## src/registerFile.sv

```systemverilog
module registerFile (
    input  logic        clk,
    input  logic        reset,
    input  logic [4:0]  rs,
    input  logic [4:0]  rt,
    input  logic        we,
    input  logic [4:0]  wa,
    input  logic [31:0] wd,
    output logic [31:0] rsData,
    output logic [31:0] rtData
);

    logic [31:0] regs [32];

    // $0 is cleared by reset and never written.
    always_ff @(posedge clk) begin
        if (reset) begin
            for (int k = 0; k < 32; k++) begin
                regs[k] <= '0;
            end
        end else if (we && wa != 5'd0) begin
            regs[wa] <= wd;
        end
    end

    // no forwarding, single-cycle core.
    assign rsData = regs[rs];
    assign rtData = regs[rt];

endmodule

```

## config.mk

```make
export PLATFORM = sky130hd
export DESIGN_NAME = registerFile
export DESIGN_NICKNAME = d
export VERILOG_FILES = /design/src/registerFile.sv
export SDC_FILE = /design/constraint.sdc
export NUM_CORES = 2
export LEC_CHECK = 0
export BUFFER_PORTS_ARGS = -buffer_cell sky130_fd_sc_hd__buf_2
export CORE_MARGIN = 8
export CORE_UTILIZATION = 42
export CTS_CLUSTER_SIZE = 40
export DETAILED_ROUTE_END_ITERATION = 7
export SLEW_MARGIN = 20
export SYNTH_ARGS = -nofsm -noshare
export SYNTH_HDL_FRONTEND = slang
export SYNTH_SLANG_ARGS = --single-unit
export TNS_END_PERCENT = 30
```

## constraint.sdc

```tcl
create_clock -name clk -period 2.32 [get_ports clk]
set_input_delay 0.232 -clock clk [delete_from_list [all_inputs] [get_ports clk]]
set_output_delay 0.232 -clock clk [all_outputs]
set_load 0.005 [all_outputs]
```

# --- Word-level counts from Yosys, hierarchy flattened ---
# Memories as Yosys holds them, arrays and structs flattened.
# Index checks and enable logic that the tools add are counted.
totals:
  reg_bits: 0
  ram_bits: 1024
  memories: 1
memory_table:
  columns: ["name", "words", "word_bits", "rd", "rd_clocked_by_memory_dff", "write_ports", "line", "rtl"]
  rows:
  - ["regs", 32, 32, 2, 0, 32, "13", "logic [31:0] regs [32];"]
classes:
  n_mux: 8
  n_reduce_logical: 3
op_table:
  columns: ["cell", "count"]
  rows:
  - ["two-way mux 32 bit", 1]
  - ["OR reduction 32 bit", 1]
  - ["two-way mux 1 bit", 6]
  - ["two-way mux 5 bit", 1]
  - ["nonzero test 5 bit", 1]
  - ["logical AND 1 bit", 1]

# --- Longest topological paths before layout ---
logic_depth:
  word_depth: 7
  depth_mapped: 8
  depth_no_buf: 5

# --- Worst setup path after synthesis ---
# OpenSTA, ideal clock, no wires.
synth_timing:
  path_type: "input-to-reg"
  startpoint: "in reset"
  endpoint: "mem regs[12][0] (enable)"
  setup_ns: 0.375
  arrival_ns: 1.465
  slack_ns: 0.480
  stages: 5
  path_buffers: 1
  path_cell_list: "nand2b_1 or3_1 buf_6 nor2_4 or2_2"
synth_lines:
  columns: ["element", "line", "rtl"]
  rows:
  - ["start, declared", "3", "input logic reset,"]
  - ["end, declared", "13", null]

==> summary.md <==
| Metric | Value |
|---|---|
| Routed vias/inst | `about 6` |
| Clk root buf | `clkbuf_16` |
| Hold_sp | `wd[22]` |
| Die area | `0.145 mm2` |
| Int Power | `~34000 uW` |
| Final hold vios | `0` |
| Logic pwr share | `between 10% and 20%` |
| Critical Path AT | `approximately 2200 ps` |
| Via count | `between 30000 and 40000` |
| Syn-to-layout area delta | `16.9%` |
| Crit. Startpoint | `regs[7][10]$_SDFFCE_PN0P_` |
| CTS max path bufs | `3` |
| Xor/xnor share of the synthesized area | `0%` |
| H-tree Lvls | `3` |
| Maximum VDD drop | `around 640 uV` |
| Largest family of logic cells by synthesized area | `multiplexers` |
| Pre-Repair DR Iteration Count | `6` |
| Worst hold-check path type | `in -> reg` |
| #FFs+latches synth | `1024` |
| IO buf count | `about 110` |
| Max-Cap Viols | `0` |
| Layout cells sized above 1 | `around 16%` |
| CP endpoint kind | `primary output` |
| Clock period minus worst slack | `about 2400 ps` |
| Worst-path clk slew | `60 ps` |
| Total CTS buffers | `around 110` |
| Rows | `about 130` |
| Compound-Gate Fraction of Synth Area | `7.02%` |
| Post-synth top area share | `between 50% and 60%` |
| Post-Route WL | `a little over 200000 um` |
| Hold_buf cts | `0` |
| Total GRT Usage | `26.8%` |
| Final-stage net count | `between 4000 and 5000` |
| Worst slack at placement | `-95.9 ps` |
| Max Fclk | `approximately 0.41 GHz` |
| CORE AREA | `between 0.1 and 0.15 mm2` |
| Clock power frac | `just under 40%` |
| Simple-gate share of the synthesized area | `between 10% and 20%` |
| Slew Viols, Final | `0` |
| Static leakage | `between 0.02 and 0.03 uW` |
| Multiplexer area fraction after synthesis | `approximately 18%` |
| Gpl congestion | `0.844` |
| Die span in x | `approximately 380 um` |
| Netlist cell types | `29` |
| CP required | `approximately 2100 ps` |
| Initial core utilization | `42.1%` |
| Io pins | `between 100 and 150` |
| Switch Pwr | `~12000 uW` |
| Kind of critical path | `reg -> out` |
| Status | `finished, violations left` |
| Cells after Synth | `around 4600` |
| Area of the mapped netlist | `between 0.05 and 0.06 mm2` |
| Drt first-iter violations | `4289` |
| CP Max Fanout | `2` |
| Clock sinks | `1024` |
| Top cells by area, synth | `edfxtp_1, mux2i_1, and2_1, a22oi_1, a22o_1` |
| Dpl hpwl | `123000 um` |
| Worst Max-Slew Pin Slew | `between 700 and 800 ps` |
| RSZ-0062 raised after global routing | `true` |
| Pwr dens | `roughly 700 mW/mm2` |
| Largest net degree at the start of global routing | `50` |
| ANT nets after route | `0` |
| Total gr overflow | `0` |
| Setup violators final | `37` |
| Total negative slack | `-1710 ps` |
| Failing checks | `negative setup slack` |
| Initial antenna violation count | `13` |
| Post-route clock period utilization | `105%` |
| Number of flip-flops in the largest register | `1024` |
| Sw Share | `around a quarter` |
| CTS tree | `done` |
| Max_slew headroom | `~53%` |
| Average wire per standard cell | `30.6 um` |
| Startpoint types | `flop` |
| Global-route wire length before repair | `roughly 280000 um` |
| Post-Synth Adder-Cell Area | `0%` |
| Largest register by flop count | `regs` |
| Synthesis Warnings | `0` |
| Number of remaining DRC errors | `0` |
| Reg power frac | `47.6%` |
| Leading area contributor after synthesis | `edfxtp_1` |
| Seq/Total Area, Yosys | `roughly 55%` |
| Die extent in y | `around 380 um` |
| Regs by FF count | `regs x1024` |
| Vias in the first global route | `~39000` |
| Avg Inst Size Synth | `between 10 and 15 um2` |
| Final setup margin | `-126 ps` |
final timing paths:
check,cells past startpoint,endpoint
setup / recovery,7,rtData[10]
hold / removal,2,regs[26][22]$_SDFFCE_PN0P_
cell usage after synthesis (all sizes together):
cell	instances
a22o	128
buf	212
or2	33
mux2i	1024
or3	2
and2	994
nor2	35
nand2b	5
nand2	196
nand3	194
clkbuf	234
a31oi	64
a22oi	192
or3b	2
conb	1
nand3b	4
nor3	64
nor2b	5
edfxtp	1024
a21oi	192
final cells by class:
type / instances / area (um2)
fillers: 11600 / 67500
flip-flops and latches: 1024 / 30700
multi-input cells: 3166 / 24100
repair buffers: 424 / 4560
clock buffers: 137 / 3000
well taps: 1768 / 2210
clock inverters: 78 / 692
diodes: 10 / 25.0
layer usage:
metal	share of wire, %	track usage [%]
met1	41	35.6
met2	45	41.7
met3	8.9	5.70
met4	4.9	13.1
met5	0.026	0
power by group through the flow:
stage | sequential, uW | combinational, uW | clock [uW]
detailed placement | 22300 | 5620 | 0
global route | 22000 | 6200 | 19000
floorplan | 22100 | 3180 | 0
CTS | 21900 | 5800 | 18400
global placement | 22200 | 5570 | 0
finish | 21900 | 5930 | 18200
cells in the final DEF, fill, tap and decap left out, drive strengths merged:
cell / netlist / final
nand3b: 4 / 4
nand2b: 5 / 5
diode: 0 / 10
clkinvlp: 0 / 7
a22o: 128 / 128
mux2i: 1024 / 1024
or2: 33 / 33
clkbuf: 234 / 137
buf: 212 / 424
nand3: 194 / 194
or3: 2 / 2
a31oi: 64 / 64
nor3: 64 / 64
a22oi: 192 / 192
conb: 1 / 32
a21oi: 192 / 192
and2: 994 / 994
nand2: 196 / 196
or3b: 2 / 2
bufinv: 0 / 11
inv: 0 / 3
nor2: 35 / 35
nor2b: 5 / 5
clkinv: 0 / 57
edfxtp: 1024 / 1024
critical path: stages (launching register included):
cell      delay (ps)
edfxtp_1         390
mux2i_1          190
a22o_1           230
nor3_2            70
a31oi_2          220
buf_4            180
nand3_4           70
buf_6            120
kinds of logic after synthesis:
logic type,after synthesis
DFF,1024
other,1
AOI/OAI and AO/OA,576
buffers and inverters,446
muxes,1024
and+or+nand+nor,1534
timing repair:
item / CTS / global route
cloned: 0 / 0
pin swaps: 56 / 25
setup buffers: 0 / 1
resized for setup: 101 / 41
endpoints found under the setup margin: 60 / 62
metrics by stage:
step                hold WS, ps  utilization (%)  power (uW)  instances  cell area [um2]
finish                     67.1             49.2       46000       6607            65300
global route               79.9             49.2       47200       6597            65300
CTS                        7.85             49.0       46100       6596            65100
detailed placement          830             45.8       27900       6389            60800
global placement            823             45.8       27800       6389            60800
floorplan                   430                -       25300       4636            56000
No activity file was read; power rests on OpenSTA's default activity.
