[config.mk]
export PLATFORM = sky130hd
export DESIGN_NAME = executeUnit
export DESIGN_NICKNAME = d
export VERILOG_FILES = /design/src/mipsPkg.sv /design/src/executeUnit.sv
export SDC_FILE = /design/constraint.sdc
export NUM_CORES = 1
export LEC_CHECK = 0
export ABC_AREA = 1
export BUFFER_PORTS_ARGS = -buffer_cell sky130_fd_sc_hd__buf_2
export CAP_MARGIN = 20
export CORE_MARGIN = 4
export CORE_UTILIZATION = 52
export DETAILED_ROUTE_END_ITERATION = 10
export PLACE_DENSITY = 0.82
export SLEW_MARGIN = 20
export SYNTH_ARGS = -nofsm -noshare
export SYNTH_HDL_FRONTEND = slang
export SYNTH_SLANG_ARGS = --single-unit
[constraint.sdc]
create_clock -name vclk -period 3.45
set_clock_uncertainty 0.15 [all_clocks]
set_input_delay 0 -clock vclk [all_inputs]
set_output_delay 0 -clock vclk [all_outputs]
set_load 0.05 [all_outputs]
[src/mipsPkg.sv]
package mipsPkg;

    // primary opcodes, R-type shares zero.
    typedef enum logic [5:0] {
        opRtype = 6'b000000,
        opJ     = 6'b000010,
        opJal   = 6'b000011,
        opBeq   = 6'b000100,
        opBgtz  = 6'b000111,
        opAddi  = 6'b001000,
        opOri   = 6'b001101,
        opLui   = 6'b001111,
        opLb    = 6'b100000,
        opLw    = 6'b100011,
        opSw    = 6'b101011
    } opcodeT;

    typedef enum logic [5:0] {
        fnSll  = 6'b000000,
        fnJr   = 6'b001000,
        fnJalr = 6'b001001,
        fnAdd  = 6'b100000,
        fnSub  = 6'b100010,
        fnXor  = 6'b100110
    } functT;

    typedef enum logic [2:0] {aluAdd, aluSub, aluXor, aluOr, aluSll} aluOpT;
    typedef enum logic [1:0] {extZero, extSign, extUpper} extOpT;
    typedef enum logic [1:0] {wbAlu, wbWord, wbLink, wbByte} wbSelT;
    typedef enum logic [1:0] {npcSeq, npcBranch, npcJump, npcReg} npcSelT;

    // one word, three formats.
    typedef union packed {
        struct packed {
            logic [5:0] opcode;
            logic [4:0] rs;
            logic [4:0] rt;
            logic [4:0] rd;
            logic [4:0] shamt;
            logic [5:0] funct;
        } r;
        struct packed {
            logic [5:0]  opcode;
            logic [4:0]  rs;
            logic [4:0]  rt;
            logic [15:0] imm16;
        } i;
        struct packed {
            logic [5:0]  opcode;
            logic [25:0] imm26;
        } j;
    } instrT;

    typedef struct packed {
        aluOpT      aluOp;
        extOpT      extOp;
        logic       aluSrc;
        logic       memWrite;
        logic       regWrite;
        wbSelT      wbSel;
        logic [4:0] regAddr;
        npcSelT     npcSel;
        logic       isBeq;
        logic       isBgtz;
    } ctrlT;

    typedef struct packed {
        logic [31:0] pc;
        logic        regWrite;
        logic [4:0]  regAddr;
        logic [31:0] regData;
        logic        memWrite;
        logic [31:0] memAddr;
        logic [31:0] memData;
        logic [31:0] nextPc;
    } retireT;

    localparam logic [31:0] resetPc = 32'h0000_3000;

endpackage

[src/executeUnit.sv]
module executeUnit import mipsPkg::*; (
    input  ctrlT        ctrl,
    input  instrT       instr,
    input  logic [31:0] rsData,
    input  logic [31:0] rtData,
    output logic [31:0] aluResult,
    output logic        equal,
    output logic        positive
);

    logic [31:0] extImm;
    logic [31:0] srcA;
    logic [31:0] srcB;

    always_comb begin
        case (ctrl.extOp)
            extSign:  extImm = {{16{instr.i.imm16[15]}}, instr.i.imm16};
            extUpper: extImm = {instr.i.imm16, 16'h0000};
            default:  extImm = {16'h0000, instr.i.imm16};
        endcase
    end

    // lui ignores rs.
    assign srcA = (ctrl.extOp == extUpper) ? 32'd0 : rsData;
    assign srcB = ctrl.aluSrc ? extImm : rtData;

    always_comb begin
        case (ctrl.aluOp)
            aluSub:  aluResult = srcA - srcB;
            aluXor:  aluResult = srcA ^ srcB;
            aluOr:   aluResult = srcA | srcB;
            aluSll:  aluResult = srcB << instr.r.shamt;
            default: aluResult = srcA + srcB;
        endcase
    end

    // branch compare flags.
    assign equal    = rsData == rtData;
    assign positive = $signed(rsData) > 0;

endmodule

; Yosys cells after proc, flatten, opt, wreduce, memory -nomap -nowiden
; Index checks and enable logic that the tools add are counted.
[totals]
reg_bits = 0
input_bits = 115
output_inout_bits = 34
[op_classes]
add_sub_neg = 2
magnitude_cmp = 1
eq_ne = 7
shift = 1
mux = 4
bitwise = 2
[op_table]
columns = op, count
row1 = 32-bit one-hot mux with 4 select lines, 1
row2 = 32-bit two-way mux, 2
row3 = 32-bit one-hot mux with 2 select lines, 1
row4 = 32-bit adder, 1
row5 = 32-bit equality test, 1
row6 = 32-bit by 1-bit greater-than comparator with 1-bit output (second input constant), 1
row7 = 32-bit bitwise OR, 1
row8 = 32-bit by 5-bit << shifter with 32-bit output, 1
row9 = 32-bit subtractor, 1
row10 = 32-bit XOR, 1
row11 = 3-bit by 2-bit equality test with 1-bit output (second input constant), 2
row12 = 3-bit by 1-bit equality test with 1-bit output (second input constant), 1
row13 = 3-bit equality test (second input constant), 1
row14 = 2-bit by 1-bit equality test with 1-bit output (second input constant), 1
row15 = 2-bit equality test (second input constant), 1

; Logic depth before layout (Yosys ltp)
[logic_depth]
ltp_word = 5
ltp_mapped = 29
ltp_nobuf = 28

; Worst setup path before layout
; Ideal clock, no wire load.
[synth_timing]
kind = input-to-output
startpoint = input port ctrl[14] (netlist name)
endpoint = output port aluResult[29]
arrival_ps = 3508
path_slack_ps = -208
stages = 22
path_cell_list = inv_1 -> ha_1 -> nor2_8 -> buf_6 -> nor2_2 -> nor2_4 -> ha_1 -> nand3_2 -> nor2_2 -> nand2_2 -> o31ai_1 -> xor2_1 -> ha_1 -> nand2_1 -> nor2_1 -> nand2_1 -> o21ai_0 -> nand3_1 -> nand2_1 -> xor2_1 -> nand2_1 -> nand3_1
[synth_via]
elab_chain_len = 5
word_cells_on_any_way = 11
cone_classes = add/sub (2) / eq/ne (2) / shift (1) / mux (4) / bitwise (2)
[synth_rtl]
columns = item, line_no
row1 = "start, declared", executeUnit.sv:2  ; input ctrlT ctrl,
row2 = 2-bit equality test / 2-bit by 1-bit equality test with 1-bit output (equally long branches), "executeUnit.sv:16, executeUnit.sv:24"
row3 = 32-bit one-hot mux with 2 select lines, executeUnit.sv:16  ; case (ctrl.extOp)
row4 = 32-bit two-way mux, executeUnit.sv:25  ; assign srcB = ctrl.aluSrc ? extImm : rtData;
row5 = 32-bit adder (tied with other cells), executeUnit.sv:33  ; default: aluResult = srcA + srcB;
row6 = 32-bit one-hot mux with 4 select lines (*), executeUnit.sv:28  ; case (ctrl.aluOp)
row7 = "end, declared", executeUnit.sv:6  ; output logic [31:0] aluResult,
; Every way passes the cells marked *; elsewhere a longest branch is shown, timed or not.

; Final worst setup path
[layout_timing]
startpoint = input port ctrl[15] (netlist name)
endpoint = output port aluResult[29]
; Same word-level chain as after synthesis.

==> impl_metrics.toml <==
[outcome]
run_status = "finished with violations"
failed_checks = "setup timing"

[yosys]
synth.area.mux_share = 0
synth_top_cell_area_share = 0.196
yosys.area_share.simple = 0.477
ys.warnings.count = 0
synthMostInstantiatedCell = "sky130_fd_sc_hd__nand2_1"
synth_cells = 1364
fraction_of_synthesized_cell_area_in_xor_and_xnor_cells = 0.0729
synth-adder-area-share = 0.119
dominant_combinational_cell_family_by_area_after_synthesis = "simple AND/OR/NAND/NOR gates"
synth_area_per_cell_um2 = 5.20
ys_top_cells_by_count = "370 x sky130_fd_sc_hd__nand2_1, 186 x sky130_fd_sc_hd__nand3_1, 173 x sky130_fd_sc_hd__inv_1, 144 x sky130_fd_sc_hd__nor2_1"
synthTopCellsByArea = "sky130_fd_sc_hd__nand2_1 20%, sky130_fd_sc_hd__nand3_1 13%, sky130_fd_sc_hd__ha_1 12%"
syn_nets = 1546
seq_area_frac_synth = 0
netlist_area_um2 = 7090
netlist-cell-type-count = 49
yosys.area.top_type = "sky130_fd_sc_hd__nand2_1"
synth-compound-area-share = 0.199

[layout]
multi_input_comb_area_um2 = 7210
seqCellArea_um2 = 0
antennaDiodeCount = 0
seq_cell_count = 0
num-fill-cells = 959
num-clock-buffers = 0
finish.utilization = 0.819
finalNetCount = 1862
stdcell_area_um2 = 10900
drive_gt1_frac = 0.354
area_delta_synth_final_pct = 53.5

[placement]
port_buffers = 120
placedInstanceArea_um2 = 9310
place_congestion = 1.08
dp_hpwl_mm = 30.1

[floorplan]
area_of_the_die_um2 = 15600
die_w_um = 125
coreArea_um2 = 13300
die_h_um = 125
initial_utilization = 0.533
top_level_ports = 149
num_rows = 42

[worst_setup_path]
cpMostUsedCell = "sky130_fd_sc_hd__nand2_2"
timing.critical_path.arrival_ps = 3700
slowest_delay_ps = 300
crit_slowest_cell = "sky130_fd_sc_hd__ha_4"
path_max_fanout = 6
timing.setup.critical_path_class = "input pin to output port"
critPathRequiredTime_ps = 3300
crit_path_start_kind = "input pin"
critPathCaptureType = "output port"
timing.critical_path.max_delay_family = "simple AND/OR/NAND/NOR gates"
critical_path.n_buffers_inverters = 7

[sta]
post-route-worst-setup-slack_ps = -400
final_hold_viol_count = 0
post-route-period-util = 1.12
worst_slew_pin_slew_ps = 739
max_freq_mhz = 260
relSlewSlack = 0.507
final_period_demand_of_the_worst_path_ps = 3850
setup_viol = 24
grt_setup_unrepaired = "true"
report.final.slew_viol_count = 0

[drt]
final_antenna_net_count = 0
vias_per_cell = 6.27
drtIter0Drc = 1986
routedWlPerCell_um = 21.3
drc = 0
postRouteWirelength_mm = 39.5
via_count = 11600
drt_first_pass_iters = 8

[min_path]
hold_path.class = "input pin to output port"

[pwr]
power_leakage_nw = 5.79
pwr_density_cell_nw_per_um2 = 296
peakVddDrop_uv = 211

[global_routing]
grt_antenna_before_repair = 0
grt_pass1_wl_mm = 55.6
grt_overflow_total = 0
pin_count_of_the_biggest_net_entering_global_routing = 43
first_global_vias = 10300
groute.usage.overall = 0.443

[clock_network]
number_of_buffers_inserted_by_hold_repair_at_cts = 0

[run]
max_cap_viol_count = 0
final cells by class:
| class | instances | share of cell area |
|---|---|---|
| Multi-Input combinational cell | 1125 | 0.662 |
| Tap cell | 176 | 0.0202 |
| Inverter | 184 | 0.0637 |
| Timing Repair Buffer | 369 | 0.254 |
placed cells by master (no fill, tap or decap), drive strengths merged, types with 3 or more instances in the layout:
cell and count:
nor3 9, inv 183, buf 368, xnor2 3, o21bai 5, o211ai 24
a221oi 5, nor4 12, xor2 56, nand3 189, a21o 9, ha 66
nand3b 5, a21oi 68, a31oi 8, nor2 158, nand4 19, o22ai 6
nand2 379, o21ai 74, o21a 3, o31ai 3, a21boi 5, o2111ai 11
per-stage QoR:
step                power, W  setup TNS, ps  hold slack [ps]  std cells  setup WS, ps
finish               0.00323          -4550              255       1854          -400
global route         0.00337          -7060              270       1854          -471
CTS                  0.00272          -2870              240       1822          -245
detailed placement   0.00249          -9250              237       1813          -599
global placement     0.00246          -8120              242       1813          -590
floorplan            0.00149              0             26.8       1364          14.2
timing repair:
item,CTS,global route
cloned,1,0
pin swaps,46,63
endpoints found under the setup margin,25,27
buffers inserted,9,32
gates resized for setup,138,175
worst min-delay path, stage by stage:
cell                      delay (ps)
sky130_fd_sc_hd__buf_2           140
sky130_fd_sc_hd__a41oi_1          50
sky130_fd_sc_hd__buf_2           210
where the power goes:
| group | leakage (nW) | switching [W] | internal [W] |
|---|---|---|---|
| logic | 5.79 | 0.00198 | 0.00124 |
| clock network | 0 | 0 | 0 |
| registers | 0 | 0 | 0 |
cell families (layout without fill, tap and decap cells):
logic type               count (synthesis)  count (layout)
adder cells (fa/ha/maj)                 67              67
XOR/XNOR                                59              59
buffers and inverters                  239             553
AND/OR/NAND/NOR                        773             773
AO/OA/AOI/OAI                          226             226
layer usage:
metal,part of all wire,up-vias,track usage
met2,0.42,971,0.675
met1,0.36,5239,0.569
met3,0.13,254,0.105
met4,0.083,0,0.250
met5,0,-,0
li1,-,5153,-
path summary, 6_finish.rpt:
path	slack (ps)	startpoint	to	cells past startpoint
worst min-delay path	260	rsData[31]	positive	3
worst max-delay path	-400	ctrl[15]	aluResult[29]	25
No activity file was read; power rests on OpenSTA's default activity.
