[src/mipsPkg.sv]
package mipsPkg;

    // primary opcodes, R-type shares zero.
    typedef enum logic [5:0] {
        opRtype = 6'b000000,
        opJ     = 6'b000010,
        opJal   = 6'b000011,
        opBeq   = 6'b000100,
        opBgtz  = 6'b000111,
        opAddi  = 6'b001000,
        opOri   = 6'b001101,
        opLui   = 6'b001111,
        opLb    = 6'b100000,
        opLw    = 6'b100011,
        opSw    = 6'b101011
    } opcodeT;

    typedef enum logic [5:0] {
        fnSll  = 6'b000000,
        fnJr   = 6'b001000,
        fnJalr = 6'b001001,
        fnAdd  = 6'b100000,
        fnSub  = 6'b100010,
        fnXor  = 6'b100110
    } functT;

    typedef enum logic [2:0] {aluAdd, aluSub, aluXor, aluOr, aluSll} aluOpT;
    typedef enum logic [1:0] {extZero, extSign, extUpper} extOpT;
    typedef enum logic [1:0] {wbAlu, wbWord, wbLink, wbByte} wbSelT;
    typedef enum logic [1:0] {npcSeq, npcBranch, npcJump, npcReg} npcSelT;

    // one word, three formats.
    typedef union packed {
        struct packed {
            logic [5:0] opcode;
            logic [4:0] rs;
            logic [4:0] rt;
            logic [4:0] rd;
            logic [4:0] shamt;
            logic [5:0] funct;
        } r;
        struct packed {
            logic [5:0]  opcode;
            logic [4:0]  rs;
            logic [4:0]  rt;
            logic [15:0] imm16;
        } i;
        struct packed {
            logic [5:0]  opcode;
            logic [25:0] imm26;
        } j;
    } instrT;

    typedef struct packed {
        aluOpT      aluOp;
        extOpT      extOp;
        logic       aluSrc;
        logic       memWrite;
        logic       regWrite;
        wbSelT      wbSel;
        logic [4:0] regAddr;
        npcSelT     npcSel;
        logic       isBeq;
        logic       isBgtz;
    } ctrlT;

    typedef struct packed {
        logic [31:0] pc;
        logic        regWrite;
        logic [4:0]  regAddr;
        logic [31:0] regData;
        logic        memWrite;
        logic [31:0] memAddr;
        logic [31:0] memData;
        logic [31:0] nextPc;
    } retireT;

    localparam logic [31:0] resetPc = 32'h0000_3000;

endpackage

[src/nextPc.sv]
module nextPc import mipsPkg::*; (
    input  logic        clk,
    input  logic        reset,
    input  logic        advance,
    input  ctrlT        ctrl,
    input  instrT       instr,
    input  logic [31:0] rsData,
    input  logic        equal,
    input  logic        positive,
    output logic [31:0] pc,
    output logic [31:0] pcNext
);

    logic [31:0] pcPlus4;
    logic [31:0] branchOffset;
    logic        taken;

    assign pcPlus4      = pc + 32'd4;
    assign branchOffset = {{14{instr.i.imm16[15]}}, instr.i.imm16, 2'b00};
    assign taken        = (ctrl.isBeq & equal) | (ctrl.isBgtz & positive);

    always_comb begin
        case (ctrl.npcSel)
            npcBranch: pcNext = taken ? pcPlus4 + branchOffset : pcPlus4;
            npcJump:   pcNext = {pcPlus4[31:28], instr.j.imm26, 2'b00};
            npcReg:    pcNext = rsData;
            default:   pcNext = pcPlus4;
        endcase
    end

    always_ff @(posedge clk) begin
        if (reset) begin
            pc <= resetPc;
        end else if (advance) begin
            pc <= pcNext;
        end
    end

endmodule

[config.mk]
export PLATFORM = sky130hd
export DESIGN_NAME = nextPc
export DESIGN_NICKNAME = d
export VERILOG_FILES = /design/src/mipsPkg.sv /design/src/nextPc.sv
export SDC_FILE = /design/constraint.sdc
export NUM_CORES = 1
export LEC_CHECK = 0
export BUFFER_PORTS_ARGS = -buffer_cell sky130_fd_sc_hd__buf_2
export CAP_MARGIN = 20
export CORE_UTILIZATION = 46
export DETAILED_ROUTE_END_ITERATION = 6
export GPL_TIMING_DRIVEN = 0
export HOLD_SLACK_MARGIN = 0.08
export PLACE_DENSITY = 0.74
export SLEW_MARGIN = 5
export SYNTH_ARGS = -nofsm -noshare
export SYNTH_HDL_FRONTEND = slang
export SYNTH_SLANG_ARGS = --single-unit
[constraint.sdc]
create_clock -name clk -period 4.3 [get_ports clk]
set_input_delay 0.215 -clock clk [delete_from_list [all_inputs] [get_ports clk]]
set_output_delay 0.215 -clock clk [all_outputs]
set_load 0.1 [all_outputs]
-- Yosys cells after proc, flatten, opt, wreduce, memory -nomap -nowiden
Index checks and enable logic that the tools add are counted.
- flip-flop bits (word level): 32
- input port bits: 88
- output and inout port bits: 64
- word-level logic and storage cells: 11
- add/subtract/negate cells: 2
- equality and inequality tests: 3
- multiplexer cells: 2
- bitwise operators: 3
- operators by type and width (operator ; count):
    one-hot mux 32 bit (3 select lines) ; 1
    adder 32 x 3 -> 32 bit, second input constant ; 1
    adder 32 bit ; 1
    2-to-1 mux 32 bit ; 1
    equality test 2 bit, second input constant ; 2
    bitwise AND 1 bit ; 2
    equality test 2 x 1 -> 1 bit, second input constant ; 1
    OR 1 bit ; 1

-- Longest topological paths before layout
Gate-level depths: netlist of run 1.
- word-level depth: 4
- depth in mapped cells: 16
- mapped depth without buffers: 15

-- Worst setup path before layout of run 1
OpenSTA, ideal clock, no wires.
- path type: reg-to-reg
- start: reg pc[2]
- end: reg pc[15]
- arrival: 6667 ps
- data required time: 4214 ps
- path slack: -2453 ps
- stages on the path, launching flop included: 15
- path buffers: 0
- period minus slack after synthesis: 6753 ps
- path through: dfxtp_1 ha_1 nand3_1 nor2_1 nand2_1 xnor2_1 ha_1 nand2_1 o21ai_1 a31oi_1 o211ai_1 xnor2_1 o41ai_1 nor2_1 nor3_1
- word-level cells in the longest chain between the ends: 4
- RTL lines (item ; RTL line ; RTL):
    start: declaration ; nextPc.sv:10 ; output logic [31:0] pc,
    start signal: assignment ; nextPc.sv:33 ; pc <= resetPc;
    start signal: assignment ; nextPc.sv:35 ; pc <= pcNext;
    adder 32 x 3 -> 32 bit (*) ; nextPc.sv:18 ; assign pcPlus4 = pc + 32'd4;
    adder 32 bit ; nextPc.sv:24 ; npcBranch: pcNext = taken ? pcPlus4 + branchOffset : pcPlus4;
    2-to-1 mux 32 bit ; nextPc.sv:24 ;
    one-hot mux 32 bit (3 select lines) (*) ; nextPc.sv:23 ; case (ctrl.npcSel)
    named net pcNext[15] ; nextPc.sv:11 ; output logic [31:0] pcNext
The timed path passes the listed nets; every way through them passes the cells marked *.
A chain may end at the register's enable or synchronous reset.

-- Worst setup path in the final report of run 1
- start: reg pc[12]
- end: out pcNext[31]
- word-level cells in the longest chain between the ends: 4
- RTL lines (item ; RTL line):
    adder 32 x 3 -> 32 bit (*) ; nextPc.sv:18
    adder 32 bit ; nextPc.sv:24
    2-to-1 mux 32 bit ; nextPc.sv:24
    one-hot mux 32 bit (3 select lines) (*) ; nextPc.sv:23
    end: declaration ; nextPc.sv:11
Every way passes the cells marked *; elsewhere a longest branch is shown, timed or not.

==> impl_metrics.py, run 1 <==
metrics = {
    "outcome": {
        "status": "finished with violations",
        "violations": "negative setup slack",
    },
    "finish": {
        "drive_gt1_share_pct": 33.4,
        "largest_register_ffs": 32,
        "postLayoutCellArea_um2": 6350,
        "antenna_cells": 0,
        "postLayoutCoreUtil_pct": 65.0,
        "instances_no_fill": 933,
        "reg_top3": "pc (32)",
        "largest_register": "pc",
        "fin_nets": 922,
        "synthToLayoutAreaGrowth_pct": 36.7,
    },
    "logic_synthesis": {
        "seq_area_frac_synth_pct": 13.8,
        "synth_cell_types": 79,
        "yosysWarnings": 0,
        "ys_top_cells_by_count": "77 x nand2_1, 77 x nor2_1, 44 x a21oi_1",
        "synth_top_cell_by_area": "dfxtp_1",
        "synth.avg_cell_area_um2": 7.19,
        "synth_edf_count": 0,
        "synth_top_area_share_pct": 13.8,
        "syn_nets": 769,
        "syn_inst": 646,
        "synth_ff_type": "dfxtp_1",
        "ys_async_sr_fraction_pct": 0,
        "syn_area_um2": 4650,
        "ys_ff_latch": 32,
        "synth_area_leaders": "dfxtp_1 14%, ha_1 9.2%, nand2_1 6.2%",
    },
    "global_routing": {
        "grt_overflow": 0,
        "grt_use_met1_pct": 46.7,
        "grtUsageMet2_pct": 63.4,
        "grt_util_met3_pct": 6.71,
        "top_usage_layer": "met2",
        "grt_antenna_before_repair": 0,
        "grtUsageTotal_pct": 37.9,
        "grt_max_degree": 21,
        "grt_pass1_wl_um": 30000,
        "grt_pass1_vias": 5661,
    },
    "die": {
        "rows": 36,
        "dieArea_um2": 10500,
        "core_um2": 9770,
        "die_w_um": 102,
        "ios": 152,
        "initial_core_util_pct": 47.5,
        "die_h_um": 102,
    },
    "detailed_routing": {
        "drc": 0,
        "viasPerCell": 6.49,
        "final_antenna_net_count": 0,
        "wl_per_cell_um": 21.5,
        "drt_first_pass_iters": 5,
        "drtIter0Drc": 576,
        "num_vias": 6054,
        "wl_um": 20000,
    },
    "power_and_ir_drop": {
        "powerDensity_nw_per_um2": 306,
        "p_leak_nw": 2.83,
        "ir_drop_uv": 280,
        "p_total_w": 0.00194,
    },
    "setup_path": {
        "critPathKind": "flip-flop to output port",
        "end_kind": "output port",
        "r2r_slack_ps": 210,
        "start_kind": "flip-flop",
        "crit_chain": "nand4_1 > buf_6 > nor4_4 > and2_4 > nand3_2 > xnor2_4 > ha_1 > buf_6 > a21o_1 > a21o_1 > a21oi_4 > o211ai_2 > a31oi_1 > nor4b_4 > nor3_2 > a311oi_4 > buf_12",
        "critPathLaunch": "pc[12]",
        "cpPeakStageDelay_ps": 360,
        "cp_data_required_time_ps": 4090,
        "reg2reg_depth": 17,
        "rr_endpoint": "pc[31]",
        "crit_end": "pcNext[31]",
        "cp_max_fo": 8,
        "timing.rr.start": "pc[12]",
        "critical_path.slowest_cell": "dfxtp_4",
        "worstPathArrival_ps": 4210,
    },
    "job": {
        "maxCapViolations": 0,
    },
    "place": {
        "dp.cells": 908,
        "port_buffers": 129,
        "place_ws_ps": -234,
        "gp_congestion": 0.974,
        "dpl-instance-area_um2": 5710,
        "hpwl_um": 15500,
    },
    "hold_path": {
        "hold_path_class": "primary input to flip-flop",
    },
    "clock_tree": {
        "clkLatencyLatePin_ps": 300,
        "cts.path.max_buffers": 2,
        "cts_max_level": 2,
        "clock-root-buffer": "clkbuf_8",
        "path_clk_slew_ps": 70,
        "tritoncts": "yes",
        "cts_buffers": 5,
        "hold_buffers": 0,
        "cts_sinks": 32,
    },
    "timing": {
        "grt_setup_unrepaired": "yes",
        "setup_ws_ps": -129,
        "drv_slew": 0,
        "maxSlewHeadroom_pct": 47.9,
        "tightestPinTransition_ps": 779,
        "post-route-period-util_pct": 103,
        "finalSetupViolCount": 2,
        "finalClockSkew_ps": 4.92,
        "hold_viol": 0,
        "fmax_ghz": 0.226,
        "min_period_ps": 4430,
    },
}
worst min-delay path by stage:
stage	cells past startpoint	endpoint	startpoint	slack [ps]
floorplan	2	pc[9]	advance	390
global placement	2	pc[1]	pc[1]	480
detailed placement	1	pc[21]	pc[21]	490
CTS	3	pc[1]	rsData[1]	220
global route	3	pc[1]	rsData[1]	220
finish	3	pc[0]	rsData[0]	220
layer usage:
metal | vias up | wire length [µm]
li1 | 2734 | -
met1 | 2829 | 7660
met2 | 401 | 9220
met3 | 90 | 1930
met4 | 0 | 1210
met5 | - | 0
cell type report:
class	count	area (µm²)
multi-input cells	563	4280
fillers	877	3420
repair buffers	147	878
flip-flops and latches	32	716
well taps	133	166
plain buffers	30	130
inverters	20	75.1
clock buffers	6	72.6
clock inverters	2	35.0
cells in the final DEF, fill, tap and decap left out, types with 8 or more instances in the layout:
master,count
a21o_1,11
a21oi_1,39
a311oi_1,8
buf_2,115
buf_4,22
clkbuf_1,23
dfxtp_1,12
dfxtp_4,20
ha_1,30
inv_1,20
mux2i_1,15
nand2_1,77
nand3_1,17
nand4_1,15
nor2_1,73
nor3_1,15
o21a_1,8
o21ai_0,31
o31ai_1,9
xnor2_1,15
xnor2_2,9
xor2_1,13
power by group:
part	leakage [nW]	total, W	switching [W]	internal [W]
combinational	2.50	0.00129	0.000932	0.000357
sequential	0.276	0.000360	0.0000405	0.000319
clock	0.0552	0.000296	0.000124	0.000172
total	2.83	0.00194	0.00110	0.000848
metrics by stage:
stage | hold WS, ps | setup TNS [ps]
2_1_floorplan | 389 | -123
3_3_place_gp | 485 | -256
3_5_place_dp | 490 | -370
4_1_cts | 224 | -171
5_1_grt | 217 | -892
6_report | 217 | -155
repair_timing:
action | 4_1_cts | 5_1_grt
setup buffers | 7 | 11
setup endpoints to repair | 16 | 18
gates resized for setup | 41 | 53
gates cloned | 0 | 0
pin swaps | 7 | 20
logic make-up (layout without fill, tap and decap cells):
logic type                 after synthesis  in the layout  share of synthesized area, %
adders and majority gates               35             35                          9.59
DFF                                     32             32                          13.8
AOI/OAI and AO/OA                      209            209                          32.6
muxes                                   23             23                          5.90
buffers and inverters                   51            205                          4.31
and+or+nand+nor                        252            252                          25.5
xor gates and xnor gates                44             44                          8.30
worst max-delay path: cells and delay by family, from the launching register on:
family                     cells  cell delay (ps)
DFF                            1              360
xor gates and xnor gates       1              260
and+or+nand+nor                6             1270
adders and majority gates      1              270
AOI/OAI and AO/OA              6             1230
buffers and inverters          3              520
Note: power is estimated with default switching activity, not from simulation.
==> run 2: changes to the inputs <==
--- a/config.mk
+++ b/config.mk
@@ -7,11 +7,11 @@
 export LEC_CHECK = 0
 export BUFFER_PORTS_ARGS = -buffer_cell sky130_fd_sc_hd__buf_2
 export CAP_MARGIN = 20
-export CORE_UTILIZATION = 46
+export CORE_UTILIZATION = 30
+export CTS_BUF_LIST = sky130_fd_sc_hd__clkbuf_16
 export DETAILED_ROUTE_END_ITERATION = 6
 export GPL_TIMING_DRIVEN = 0
 export HOLD_SLACK_MARGIN = 0.08
-export PLACE_DENSITY = 0.74
 export SLEW_MARGIN = 5
 export SYNTH_ARGS = -nofsm -noshare
 export SYNTH_HDL_FRONTEND = slang
==> impl_metrics.py, run 2 (synthesis results as in run 1) <==
metrics = {
    "outcome": {
        "status": "finished with violations",
        "violations": "design-rule violations, negative setup slack",
    },
    "place": {
        "port_buffers": 129,
        "hpwl_um": 16500,
        "gp_congestion": 0.964,
        "place_ws_ps": -279,
        "dp.cells": 963,
    },
    "finish": {
        "postLayoutCoreUtil_pct": 42.7,
        "largest_register": "pc",
        "antenna_cells": 0,
        "mostFrequentLayoutCells": "117 x buf_2, 76 x nand2_1, 73 x nor2_1",
        "drive_gt1_share_pct": 33.8,
        "reg_top3": "pc (32)",
        "synthToLayoutAreaGrowth_pct": 39.3,
        "largest_register_ffs": 32,
        "instances_no_fill": 986,
        "fin_nets": 920,
        "final_common_cell": "buf_2",
    },
    "detailed_routing": {
        "viasPerCell": 5.99,
        "final_antenna_net_count": 0,
        "drt_first_pass_iters": 7,
        "num_vias": 5902,
        "drc": 2,
        "wl_um": 20900,
        "drtIter0Drc": 491,
        "wl_per_cell_um": 21.1,
    },
    "clock_tree": {
        "clkLatencyLatePin_ps": 280,
        "tritoncts": "yes",
        "cts_sinks": 32,
        "cts.path.max_buffers": 2,
        "path_clk_slew_ps": 50,
        "clock-root-buffer": "clkbuf_16",
        "cts_buffers": 5,
        "cts_max_level": 2,
    },
    "setup_path": {
        "path_delay_family": "simple AND/OR/NAND/NOR gates",
        "critPathKind": "flip-flop to output port",
        "cp_max_fo": 6,
        "cpPeakStageDelay_ps": 360,
        "critical_path.slowest_cell": "ha_2",
        "worstPathArrival_ps": 4090,
        "start_kind": "flip-flop",
        "worst-path-buf-inv": 4,
        "cp_data_required_time_ps": 4090,
        "path_common_cell": "buf_4",
        "end_kind": "output port",
        "crit_chain": "nand4_1 > buf_4 > nor4_4 > buf_4 > and2_4 > buf_4 > xor2_2 > ha_2 > and2_2 > a41oi_4 > o21a_4 > a211oi_4 > nor4b_4 > nor3_2 > a311oi_4 > buf_12",
    },
    "timing": {
        "drv_slew": 0,
        "min_period_ps": 4300,
        "hold_slack_ps": 229,
        "fmax_ghz": 0.232,
        "post-route-period-util_pct": 100,
        "hold_viol": 0,
        "finalClockSkew_ps": 2.88,
        "setup_ws_ps": -4.90,
        "finalSetupViolCount": 1,
        "grt_setup_unrepaired": "yes",
        "tightestPinTransition_ps": 800,
        "maxSlewHeadroom_pct": 46.4,
        "fin_tns_setup_ps": -4.90,
    },
    "die": {
        "rows": 45,
        "dieArea_um2": 16000,
        "initial_core_util_pct": 30.7,
        "die_w_um": 126,
        "core_um2": 15100,
        "die_h_um": 126,
        "ios": 152,
    },
    "power_and_ir_drop": {
        "ir_drop_uv": 217,
        "p_leak_nw": 2.82,
        "powerDensity_nw_per_um2": 308,
    },
    "job": {
        "maxCapViolations": 0,
    },
    "global_routing": {
        "grtUsageTotal_pct": 25.5,
        "grt_antenna_before_repair": 0,
        "grt_max_degree": 21,
        "grt_pass1_vias": 5482,
        "grt_pass1_wl_um": 31300,
        "grt_overflow": 0,
    },
    "hold_path": {
        "hold_path_class": "primary input to flip-flop",
    },
}
[run 2: cell types whose count changed in the layout (fill, tap and decap cells not counted), sizes merged]
cell / previous run / this run
clkinv: 1 / 3
buf: 151 / 148
bufinv: 1 / 0
[run 2: final cells by class]
cell class	instances	area [µm²]
inverter	20	75.1
timing repair buffer	148	856
multi-input combinational	563	4350
fill	1588	8670
clock inverter	3	13.8
sequential	32	717
tap	188	235
clock buffer	5	125
buffer	27	104
[run 2: routing by layer]
| layer | GRT usage (%) | part of all wire (%) |
|---|---|---|
| met1 | 35.1 | 45 |
| met2 | 39.9 | 44 |
| met3 | 4.93 | 8.3 |
| met4 | 8.43 | 3.1 |
| met5 | 0 | 0 |
[run 2: power breakdown]
group	switching (W)	leakage [nW]	internal [W]
Clock	0.000140	0.0710	0.000210
Combinational	0.000929	2.47	0.000353
Sequential	0.0000399	0.277	0.000320
[run 2: final timing paths]
check,from,endpoint,slack [ps],cells after the start
worst min-delay path,rsData[1],pc[1],230,3
worst max-delay path,pc[9],pcNext[31],-5,16
worst min register to register,pc[1],pc[1],500,2
worst max register to register,pc[9],pc[31],200,18
[run 2: worst register-to-register path: cells and delay by family, from the launching register on]
family / cells / cell delay, ps
AND/OR/NAND/NOR: 7 / 1380
flip-flops: 1 / 350
AO/OA/AOI/OAI: 5 / 1080
adder cells (fa/ha/maj): 1 / 280
buffers and inverters: 4 / 660
XOR/XNOR: 1 / 260
[run 2: stage by stage]
step	cell area (µm²)	total power [W]
detailed placement	5780	0.00155
global route	6470	0.00208
CTS	6250	0.00195
global placement	5780	0.00155
finish	6470	0.00199
floorplan	4900	0.00129
[run 2: repair_timing]
action / CTS / global route
gates resized for setup: 53 / 38
buffers inserted: 13 / 6
pin swaps: 18 / 13
cloned: 0 / 0
setup endpoints to repair: 17 / 19
hold buffers: 0 / 0
