===== config.mk =====
export PLATFORM = sky130hd
export DESIGN_NAME = controller
export DESIGN_NICKNAME = d
export VERILOG_FILES = /design/src/mipsPkg.sv /design/src/controller.sv
export SDC_FILE = /design/constraint.sdc
export NUM_CORES = 1
export LEC_CHECK = 0
export ABC_AREA = 1
export BUFFER_PORTS_ARGS = -buffer_cell sky130_fd_sc_hd__buf_2
export CORE_AREA = 5 5 42 44
export DETAILED_ROUTE_END_ITERATION = 10
export DIE_AREA = 0 0 47 49
export PLACE_DENSITY_LB_ADDON = 0.3
export REMOVE_ABC_BUFFERS = 1
export SYNTH_ARGS = -nofsm -noshare
export SYNTH_HDL_FRONTEND = slang
export SYNTH_SLANG_ARGS = --single-unit

===== constraint.sdc =====
create_clock -name vclk -period 1.3
set_input_delay 0.065 -clock vclk [all_inputs]
set_output_delay 0.065 -clock vclk [all_outputs]
set_load 0.03 [all_outputs]

===== src/mipsPkg.sv =====
package mipsPkg;

    // primary opcodes, R-type shares zero.
    typedef enum logic [5:0] {
        opRtype = 6'b000000,
        opJ     = 6'b000010,
        opJal   = 6'b000011,
        opBeq   = 6'b000100,
        opBgtz  = 6'b000111,
        opAddi  = 6'b001000,
        opOri   = 6'b001101,
        opLui   = 6'b001111,
        opLb    = 6'b100000,
        opLw    = 6'b100011,
        opSw    = 6'b101011
    } opcodeT;

    typedef enum logic [5:0] {
        fnSll  = 6'b000000,
        fnJr   = 6'b001000,
        fnJalr = 6'b001001,
        fnAdd  = 6'b100000,
        fnSub  = 6'b100010,
        fnXor  = 6'b100110
    } functT;

    typedef enum logic [2:0] {aluAdd, aluSub, aluXor, aluOr, aluSll} aluOpT;
    typedef enum logic [1:0] {extZero, extSign, extUpper} extOpT;
    typedef enum logic [1:0] {wbAlu, wbWord, wbLink, wbByte} wbSelT;
    typedef enum logic [1:0] {npcSeq, npcBranch, npcJump, npcReg} npcSelT;

    // one word, three formats.
    typedef union packed {
        struct packed {
            logic [5:0] opcode;
            logic [4:0] rs;
            logic [4:0] rt;
            logic [4:0] rd;
            logic [4:0] shamt;
            logic [5:0] funct;
        } r;
        struct packed {
            logic [5:0]  opcode;
            logic [4:0]  rs;
            logic [4:0]  rt;
            logic [15:0] imm16;
        } i;
        struct packed {
            logic [5:0]  opcode;
            logic [25:0] imm26;
        } j;
    } instrT;

    typedef struct packed {
        aluOpT      aluOp;
        extOpT      extOp;
        logic       aluSrc;
        logic       memWrite;
        logic       regWrite;
        wbSelT      wbSel;
        logic [4:0] regAddr;
        npcSelT     npcSel;
        logic       isBeq;
        logic       isBgtz;
    } ctrlT;

    typedef struct packed {
        logic [31:0] pc;
        logic        regWrite;
        logic [4:0]  regAddr;
        logic [31:0] regData;
        logic        memWrite;
        logic [31:0] memAddr;
        logic [31:0] memData;
        logic [31:0] nextPc;
    } retireT;

    localparam logic [31:0] resetPc = 32'h0000_3000;

endpackage


===== src/controller.sv =====
module controller import mipsPkg::*; (
    input  instrT instr,
    output ctrlT  ctrl
);

    logic isR;
    logic isAdd, isSub, isXor, isSll, isJr, isJalr;
    logic isOri, isAddi, isLui, isLw, isLb, isSw;
    logic isBeq, isBgtz, isJ, isJal;

    // one-hot instruction flags.
    assign isR    = instr.r.opcode == opRtype;
    assign isAdd  = isR && instr.r.funct == fnAdd;
    assign isSub  = isR && instr.r.funct == fnSub;
    assign isXor  = isR && instr.r.funct == fnXor;
    assign isSll  = isR && instr.r.funct == fnSll;
    assign isJr   = isR && instr.r.funct == fnJr;
    assign isJalr = isR && instr.r.funct == fnJalr;
    assign isOri  = instr.i.opcode == opOri;
    assign isAddi = instr.i.opcode == opAddi;
    assign isLui  = instr.i.opcode == opLui;
    assign isLw   = instr.i.opcode == opLw;
    assign isLb   = instr.i.opcode == opLb;
    assign isSw   = instr.i.opcode == opSw;
    assign isBeq  = instr.i.opcode == opBeq;
    assign isBgtz = instr.i.opcode == opBgtz;
    assign isJ    = instr.j.opcode == opJ;
    assign isJal  = instr.j.opcode == opJal;

    always_comb begin
        // unknown encodings fall through as a no-op.
        ctrl = '{aluOp: aluAdd, extOp: extZero, aluSrc: 1'b0, memWrite: 1'b0,
                 regWrite: 1'b0, wbSel: wbAlu, regAddr: 5'd0, npcSel: npcSeq,
                 isBeq: 1'b0, isBgtz: 1'b0};

        if (isSub) begin
            ctrl.aluOp = aluSub;
        end else if (isXor) begin
            ctrl.aluOp = aluXor;
        end else if (isOri) begin
            ctrl.aluOp = aluOr;
        end else if (isSll) begin
            ctrl.aluOp = aluSll;
        end

        if (isAddi || isLw || isLb || isSw || isBeq || isBgtz) begin
            ctrl.extOp = extSign;
        end else if (isLui) begin
            ctrl.extOp = extUpper;
        end

        ctrl.aluSrc   = isOri | isAddi | isLui | isLw | isLb | isSw;
        ctrl.memWrite = isSw;
        ctrl.regWrite = isAdd | isSub | isXor | isSll | isJalr | isOri | isAddi |
                        isLui | isLw | isLb | isJal;

        if (isLw) begin
            ctrl.wbSel = wbWord;
        end else if (isLb) begin
            ctrl.wbSel = wbByte;
        end else if (isJal || isJalr) begin
            ctrl.wbSel = wbLink;
        end

        // destination is rd, rt or the link register.
        if (isAdd || isSub || isXor || isSll || isJalr) begin
            ctrl.regAddr = instr.r.rd;
        end else if (isOri || isAddi || isLui || isLw || isLb) begin
            ctrl.regAddr = instr.i.rt;
        end else if (isJal) begin
            ctrl.regAddr = 5'd31;
        end

        if (isBeq || isBgtz) begin
            ctrl.npcSel = npcBranch;
        end else if (isJ || isJal) begin
            ctrl.npcSel = npcJump;
        end else if (isJr || isJalr) begin
            ctrl.npcSel = npcReg;
        end

        ctrl.isBeq  = isBeq;
        ctrl.isBgtz = isBgtz;
    end

endmodule


Yosys cells after proc, flatten, opt, wreduce, memory -nomap -nowiden
Cells that the tools add are included.
{"block": "word_totals", "ram_bits": 0, "latchBits": 0, "memories": 0, "in_bits": 32, "mem_bits_ro": 0, "reg_bits": 0}
{"block": "op_classes", "bitwise": 15, "div_mod_pow": 0, "mux": 15, "order_cmp": 0, "eq_ne": 15, "n_addsub": 0, "shifts": 0, "reduce_logical": 25, "n_mul": 0}
{"operator": "equality test 6 bit, second input constant", "count": 6}
{"operator": "equality test 6 x 4 -> 1 bit, second input constant", "count": 5}
{"operator": "logical OR 1 bit", "count": 17}
{"operator": "2-to-1 mux 2 bit", "count": 8}
{"operator": "2-to-1 mux 5 bit", "count": 3}
{"operator": "OR 1 bit", "count": 15}
{"operator": "equality test 6 x 2 -> 1 bit, second input constant", "count": 2}
{"operator": "equality test 6 x 3 -> 1 bit, second input constant", "count": 2}
{"operator": "logical NOT 6 bit", "count": 2}
{"operator": "2-to-1 mux 3 bit", "count": 4}
{"operator": "logical AND 1 bit", "count": 6}

Logic depth before layout (Yosys ltp)
Gate-level depths: netlist of run 1.
{"block": "logic_depth", "depth_word": 12, "ltp_mapped": 8, "mapped_depth_nobuf": 8}

Worst setup path before layout of run 1
Ideal clock, no wire load.
{"block": "synth_path", "kind": "input port to output port", "from": "in instr[31] (netlist bit)", "to": "out ctrl[17] (netlist bit)", "path_slack_ps": 79, "required_time_ps": 1235, "path_stages": 5, "arrival_ps": 1156, "path_cell_list": "nor2_4 -> nand2_2 -> nor2_4 -> nand2_1 -> o21ai_0"}
{"element": "from (decl)", "line": "controller.sv:2", "rtl": "input instrT instr,"}
{"element": "to (decl)", "line": "controller.sv:3", "rtl": "output ctrlT ctrl"}

==> impl_metrics.ini, run 1 <==
[finish]
final_cell_mix = buf_2 (34), nand2_1 (30), inv_1 (17)
clock_buffers = 0
final_common_cell = buf_2
area_growth_pct = 73.35
diodes = 0
final_nets = 177
design.seq.count = 0
drive_gt1_share_pct = 45.45
seq_area_um2 = 0

[pwr]
leakage_nw = 0.5100
vdd_ir_drop_max_mv = 0.1112
total_power_mw = 0.1899
p_per_area_nw_per_um2 = 240.5

[routing]
postRouteAntennaNets = 0
viasPerCell = 4.610
drt_iter0_markers = 14
drc = 0
wl_per_cell_um = 10.08
vias = 733
routed_wl_mm = 1.603
first_pass_iters = 4

[critical_path]
crit_path_start_kind = primary input
end_kind = output pin
arrival_ns = 1.18
cp_max_fo = 6
required_ns = 1.24
crit_type = in2out
cp-startpoint = instr[30]
endpoint = ctrl[8]

[floorplanning]
start_util_pct = 32.50
die_area_um2 = 2303
chipHeight_um = 49
ios = 51
rows = 14
die_x_um = 47
core_um2 = 1401

[run]
max_cap_violations = 0

[timing]
worst_slew_pin_slew_ns = 0.2646
relSlewSlack_pct = 82.31
fmax_ghz = 0.8042
slew_violations = 0
period_needed_ns = 1.244
hold_viol = 0
min_period_over_period_pct = 95.66
tns_ns = 0
setup_viol = 0

[grt]
grt_pass1_vias = 585
antenna_found_initial = 0
grt_pass1_wl_mm = 2.235
grtUsageTotal_pct = 11.86
overflow = 0
grt_start_max_net_pins = 7

[synthesis]
synth.distinct_cells = 16
seq_area_frac_synth_pct = 0
postSynthAreaPerCell_um2 = 4.695
synth_area_um2 = 455.4
yosysWarnings = 0
synthCells = 97

[hold_path]
hold_start = instr[13]
hold_class = in2out

[place]
hpwl_mm = 1.246
gp_congestion = 0.8244
io_buffers = 41

[clock_tree]
holdBufCountCts = 0

[run_status]
outcome = finished, final reports clean
==> critical path, stage by stage <==
cell and delay, ns:
buf_2 0.12, nor2_4 0.16, nand2_2 0.10, nor2_4 0.22
nand3_2 0.14, nand3_4 0.10, nand2_1 0.06, nand2_1 0.06
buf_4 0.15
==> through the flow <==
stage	instances	cell area, um2	worst slack (ns)	utilization, %	hold slack (ns)
6_report	159	789.5	0.05648	56.34	0.4391
5_1_grt	159	789.5	-0.02050	56.34	0.4734
4_1_cts	152	665.6	0.01722	47.50	0.4694
3_5_place_dp	152	665.6	0.01628	47.50	0.4681
3_3_place_gp	152	665.6	0.02956	47.50	0.4698
2_1_floorplan	94	432.9	-0.1683	-	0.2524
==> cell type report <==
| type | instances | area, um2 |
|---|---|---|
| Tap cell | 16 | 20.02 |
| Inverter | 18 | 67.56 |
| Timing Repair Buffer | 49 | 286.5 |
| Fill cell | 155 | 611.8 |
| Multi-Input combinational cell | 76 | 415.4 |
==> synth_stat cells <==
library cell | instances | share of area (%)
nand2_1 | 33 | 27
inv_1 | 18 | 15
nor2_1 | 14 | 12
nand3_1 | 10 | 11
nand4_1 | 5 | 6.9
buf_4 | 3 | 4.9
nor2_4 | 3 | 7.4
nand3_2 | 2 | 4.4
nor3_1 | 2 | 2.2
a21oi_1 | 1 | 1.1
and2_0 | 1 | 1.4
nand2_2 | 1 | 1.4
o21ai_0 | 1 | 1.1
o21ai_2 | 1 | 1.9
or2_0 | 1 | 1.4
or2_2 | 1 | 1.4
==> how the worst min path moves through the flow <==
stage / slack (ns) / endpoint / cells past startpoint
floorplan: 0.25 / ctrl[1] / 1
global placement: 0.47 / ctrl[1] / 3
detailed placement: 0.47 / ctrl[1] / 3
CTS: 0.47 / ctrl[1] / 3
global route: 0.47 / ctrl[5] / 4
finish: 0.44 / ctrl[6] / 4
==> routing by layer <==
layer | global-route usage, % | vias up | wire (um)
li1 | - | 391 | -
met1 | 14.78 | 312 | 607
met2 | 22.62 | 30 | 879
met3 | 0.3690 | 0 | 117
met4 | 0 | 0 | 0
met5 | 0 | - | 0
==> power breakdown <==
group	switching, mW	internal, mW
Clock	0	0
Sequential	0	0
Combinational	0.116	0.0742
Total	0.116	0.0742
==> cells by family (layout without fill, tap and decap cells) <==
| kind of cell | after synthesis | after routing | synth area share, % |
|---|---|---|---|
| and+or+nand+nor | 73 | 73 | 76.10 |
| buffers and inverters | 21 | 67 | 19.78 |
| AOI/OAI and AO/OA | 3 | 3 | 4.119 |
==> repair_timing <==
| action | 4_1_cts | 5_1_grt |
|---|---|---|
| endpoints found under the hold margin | 0 | 0 |
| resized for setup | 0 | 27 |
| setup buffers | 0 | 7 |
| endpoints found under the setup margin | 0 | 7 |
No activity file was read; power rests on OpenSTA's default activity.
==> inputs of run 2 (changes only) <==
--- a/config.mk
+++ b/config.mk
@@ -6,7 +6,7 @@
 export NUM_CORES = 1
 export LEC_CHECK = 0
 export ABC_AREA = 1
-export BUFFER_PORTS_ARGS = -buffer_cell sky130_fd_sc_hd__buf_2
+export BUFFER_PORTS_ARGS = -buffer_cell sky130_fd_sc_hd__buf_4
 export CORE_AREA = 5 5 42 44
 export DETAILED_ROUTE_END_ITERATION = 10
 export DIE_AREA = 0 0 47 49
==> impl_metrics.ini, run 2 (synthesis results as in run 1) <==
[critical_path]
arrival_ns = 1.13
crit_path_start_kind = primary input
crit_type = in2out
cp_max_fo = 6
required_ns = 1.24
end_kind = output pin

[routing]
routed_wl_mm = 1.560
wl_per_cell_um = 9.873
postRouteAntennaNets = 0
viasPerCell = 4.418
vias = 698
first_pass_iters = 3
drt_iter0_markers = 3
drc = 0

[timing]
worst_slew_pin_slew_ns = 0.2747
slew_violations = 0
fmax_ghz = 0.8403
relSlewSlack_pct = 81.62
hold_viol = 0
setup_viol = 0
tns_ns = 0
period_needed_ns = 1.190
fin_ws_ns = 0.1100
min_period_over_period_pct = 91.54
worst_hold_slack_ns = 0.4333

[pwr]
vdd_ir_drop_max_mv = 0.1032
p_per_area_nw_per_um2 = 239.0
p_comb_share_pct = 100.0
total_power_mw = 0.2093
p_seq_share_pct = 0
leakage_nw = 0.5247
power.switching_mw = 0.1129
p_clk_share_pct = 0
switching_share_pct = 53.97
intPower_mw = 0.09634

[finish]
diodes = 0
final_common_cell = buf_4
fin_area_um2 = 875.8
design.seq.count = 0
final_cell_mix = buf_4 (43), nand2_1 (31), inv_1 (17)
seq_area_um2 = 0
area_growth_pct = 92.31
final_util_pct = 62.50
final_nets = 176
final_cells = 158
drive_gt1_share_pct = 43.66
clock_buffers = 0

[floorplanning]
start_util_pct = 32.50
core_um2 = 1401
chipHeight_um = 49
die_x_um = 47
rows = 14
die_area_um2 = 2303
ios = 51

[hold_path]
hold_class = in2out

[run_status]
outcome = finished, final reports clean

[place]
post-place-ws_ns = 0.02536
io_buffers = 41
gp_congestion = 0.8309
hpwl_mm = 1.340
placed_cell_area_um2 = 768.2
place_inst = 152

[clock_tree]
holdBufCountCts = 0

[grt]
grt_pass1_vias = 656
overflow = 0
grtUsageTotal_pct = 13.05
grt_pass1_wl_mm = 2.463
grt_start_max_net_pins = 7
antenna_found_initial = 0

[run]
max_cap_violations = 0
[run 2: area by class of cell]
class	count	area [um2]
Fill cell	146	525.5
Multi-Input combinational cell	76	409.1
Timing Repair Buffer	48	379.1
Tap cell	16	20.02
Inverter	18	67.56
[run 2: timing repair]
item | 4_1_cts | 5_1_grt
gates resized for setup | 0 | 16
buffers inserted | 0 | 6
endpoints found under the setup margin | 0 | 7
[run 2: routing by layer]
| metal | vias up | global-route usage, % | part of all wire [%] |
|---|---|---|---|
| li1 | 389 | - | - |
| met1 | 291 | 16.09 | 38 |
| met2 | 18 | 25.11 | 56 |
| met3 | 0 | 0.3690 | 5.6 |
| met4 | 0 | 0 | 0 |
| met5 | - | 0 | 0 |
[run 2: critical path, stage by stage]
cell	delay [ns]
buf_6	0.10
nor2_4	0.16
nand2_2	0.10
nor2_4	0.19
buf_4	0.15
nand2_1	0.04
o21ai_0	0.14
buf_4	0.18
[run 2: path summary, 6_finish.rpt]
kind	cells after the start	slack, ns	to	start
worst max-delay path	8	0.11	ctrl[17]	instr[30]
worst min-delay path	4	0.43	ctrl[6]	instr[13]
[run 2: power groups by stage]
stage	Clock (mW)	Sequential, mW	Combinational (mW)
2_1_floorplan	0	0	0.0915
6_report	0	0	0.209
4_1_cts	0	0	0.190
5_1_grt	0	0	0.227
3_5_place_dp	0	0	0.189
3_3_place_gp	0	0	0.186
==> inputs of run 3 (changes only) <==
--- a/config.mk
+++ b/config.mk
@@ -10,6 +10,7 @@
 export CORE_AREA = 5 5 42 44
 export DETAILED_ROUTE_END_ITERATION = 10
 export DIE_AREA = 0 0 47 49
+export GPL_ROUTABILITY_DRIVEN = 0
 export PLACE_DENSITY_LB_ADDON = 0.3
 export REMOVE_ABC_BUFFERS = 1
 export SYNTH_ARGS = -nofsm -noshare
==> constraint.sdc (replaced) <==
create_clock -name vclk -period 1.3
set_input_delay 0.065 -clock vclk [all_inputs]
set_output_delay 0.065 -clock vclk [all_outputs]
set_load 0.01 [all_outputs]
==> impl_metrics.ini, run 3 (synthesis results as in run 1) <==
[clock_tree]
holdBufCountCts = 0

[pwr]
p_per_area_nw_per_um2 = 211.2
p_seq_share_pct = 0
vdd_ir_drop_max_mv = 0.1105
switching_share_pct = 47.78
leakage_nw = 0.5119
total_power_mw = 0.1760
p_clk_share_pct = 0
intPower_mw = 0.09188
p_comb_share_pct = 100.0
power.switching_mw = 0.08408

[timing]
min_period_over_period_pct = 94.25
slew_violations = 0
period_needed_ns = 1.225
hold_viol = 0
worst_slew_pin_slew_ns = 0.2545
relSlewSlack_pct = 82.98
setup_viol = 0
fmax_ghz = 0.8162

[finish]
final_cell_mix = buf_4 (43), nand2_1 (32), inv_1 (18)
area_growth_pct = 82.97
final_util_pct = 59.46
design.seq.count = 0
seq_area_um2 = 0
final_nets = 172
diodes = 0
clock_buffers = 0
fillers = 150
drive_gt1_share_pct = 40.58
final_common_cell = buf_4

[routing]
drt_iter0_markers = 9
first_pass_iters = 4
viasPerCell = 4.630
vias = 713
drc = 0
routed_wl_mm = 1.503
wl_per_cell_um = 9.760
postRouteAntennaNets = 0

[critical_path]
cp_slowest_cell = nand4_1
arrival_ns = 1.16
crit_buf_inv = 3
crit_path_max_incr_delay_ns = 0.26
crit_path_start_kind = primary input
path_common_cell = nand2_1
required_ns = 1.24
cp_max_fo = 6
end_kind = output pin
crit_family = simple AND/OR/NAND/NOR gates
crit_path_cell_trace = buf_4, nand2_1, inv_1, o21ai_4, nand4_1, nand2_1, nand2_1, buf_4
crit_type = in2out

[grt]
grtUsageTotal_pct = 11.72
grt_pass1_vias = 586
antenna_found_initial = 0
grt_start_max_net_pins = 7
grt_pass1_wl_mm = 2.201
overflow = 0

[place]
hpwl_mm = 1.280
io_buffers = 41

[floorplanning]
start_util_pct = 32.50
core_um2 = 1401
rows = 14
chipHeight_um = 49
ios = 51
die_x_um = 47
die_area_um2 = 2303

[run]
max_cap_violations = 0

[run_status]
outcome = finished, final reports clean

[hold_path]
hold_class = in2out
run 3: final timing paths:
path	slack, ns	endpoint	cells after the start	from
max	0.07	ctrl[8]	8	instr[27]
min	0.40	ctrl[5]	4	instr[12]
run 3: worst min-delay path, delay by kind of cell:
family        cells  cell delay, ns
buf+inv           2            0.18
simple gates      2            0.09
run 3: area by class of cell:
type	instances	area, um2	area share [%]
Inverter	18	67.56	8.108
Multi-Input combinational cell	76	402.9	48.35
Tap cell	16	20.02	2.402
Timing Repair Buffer	44	342.8	41.14
run 3: power groups by stage:
stage          clock network (mW)  registers [mW]  logic (mW)
3_5_place_dp                    0               0       0.162
6_report                        0               0       0.176
2_1_floorplan                   0               0      0.0661
5_1_grt                         0               0       0.193
3_3_place_gp                    0               0       0.160
4_1_cts                         0               0       0.162
run 3: per-layer routing:
metal  wire (um)  up-vias  track usage [%]
met2         803       25            21.95
met3         100        0            1.107
met4           0        0           0.9217
li1            -      381                -
met1         599      307            14.13
met5           0        -                0
run 3: stage by stage:
| stage | setup WS, ns | setup TNS (ns) | instance area (um2) | hold slack, ns | std cells |
|---|---|---|---|---|---|
| floorplan | 0.3910 | 0 | 432.9 | 0.1879 | 94 |
| global placement | 0.09910 | 0 | 768.2 | 0.4004 | 152 |
| detailed placement | 0.08121 | 0 | 768.2 | 0.4024 | 152 |
| CTS | 0.08115 | 0 | 768.2 | 0.4024 | 152 |
| global route | -0.02825 | -0.1047 | 833.3 | 0.4202 | 154 |
| finish | 0.07479 | 0 | 833.3 | 0.3986 | 154 |
run 3: what timing repair did:
| item | CTS | global route |
|---|---|---|
| resized for setup | 0 | 7 |
| buffers inserted | 0 | 2 |
| endpoints found under the setup margin | 0 | 6 |
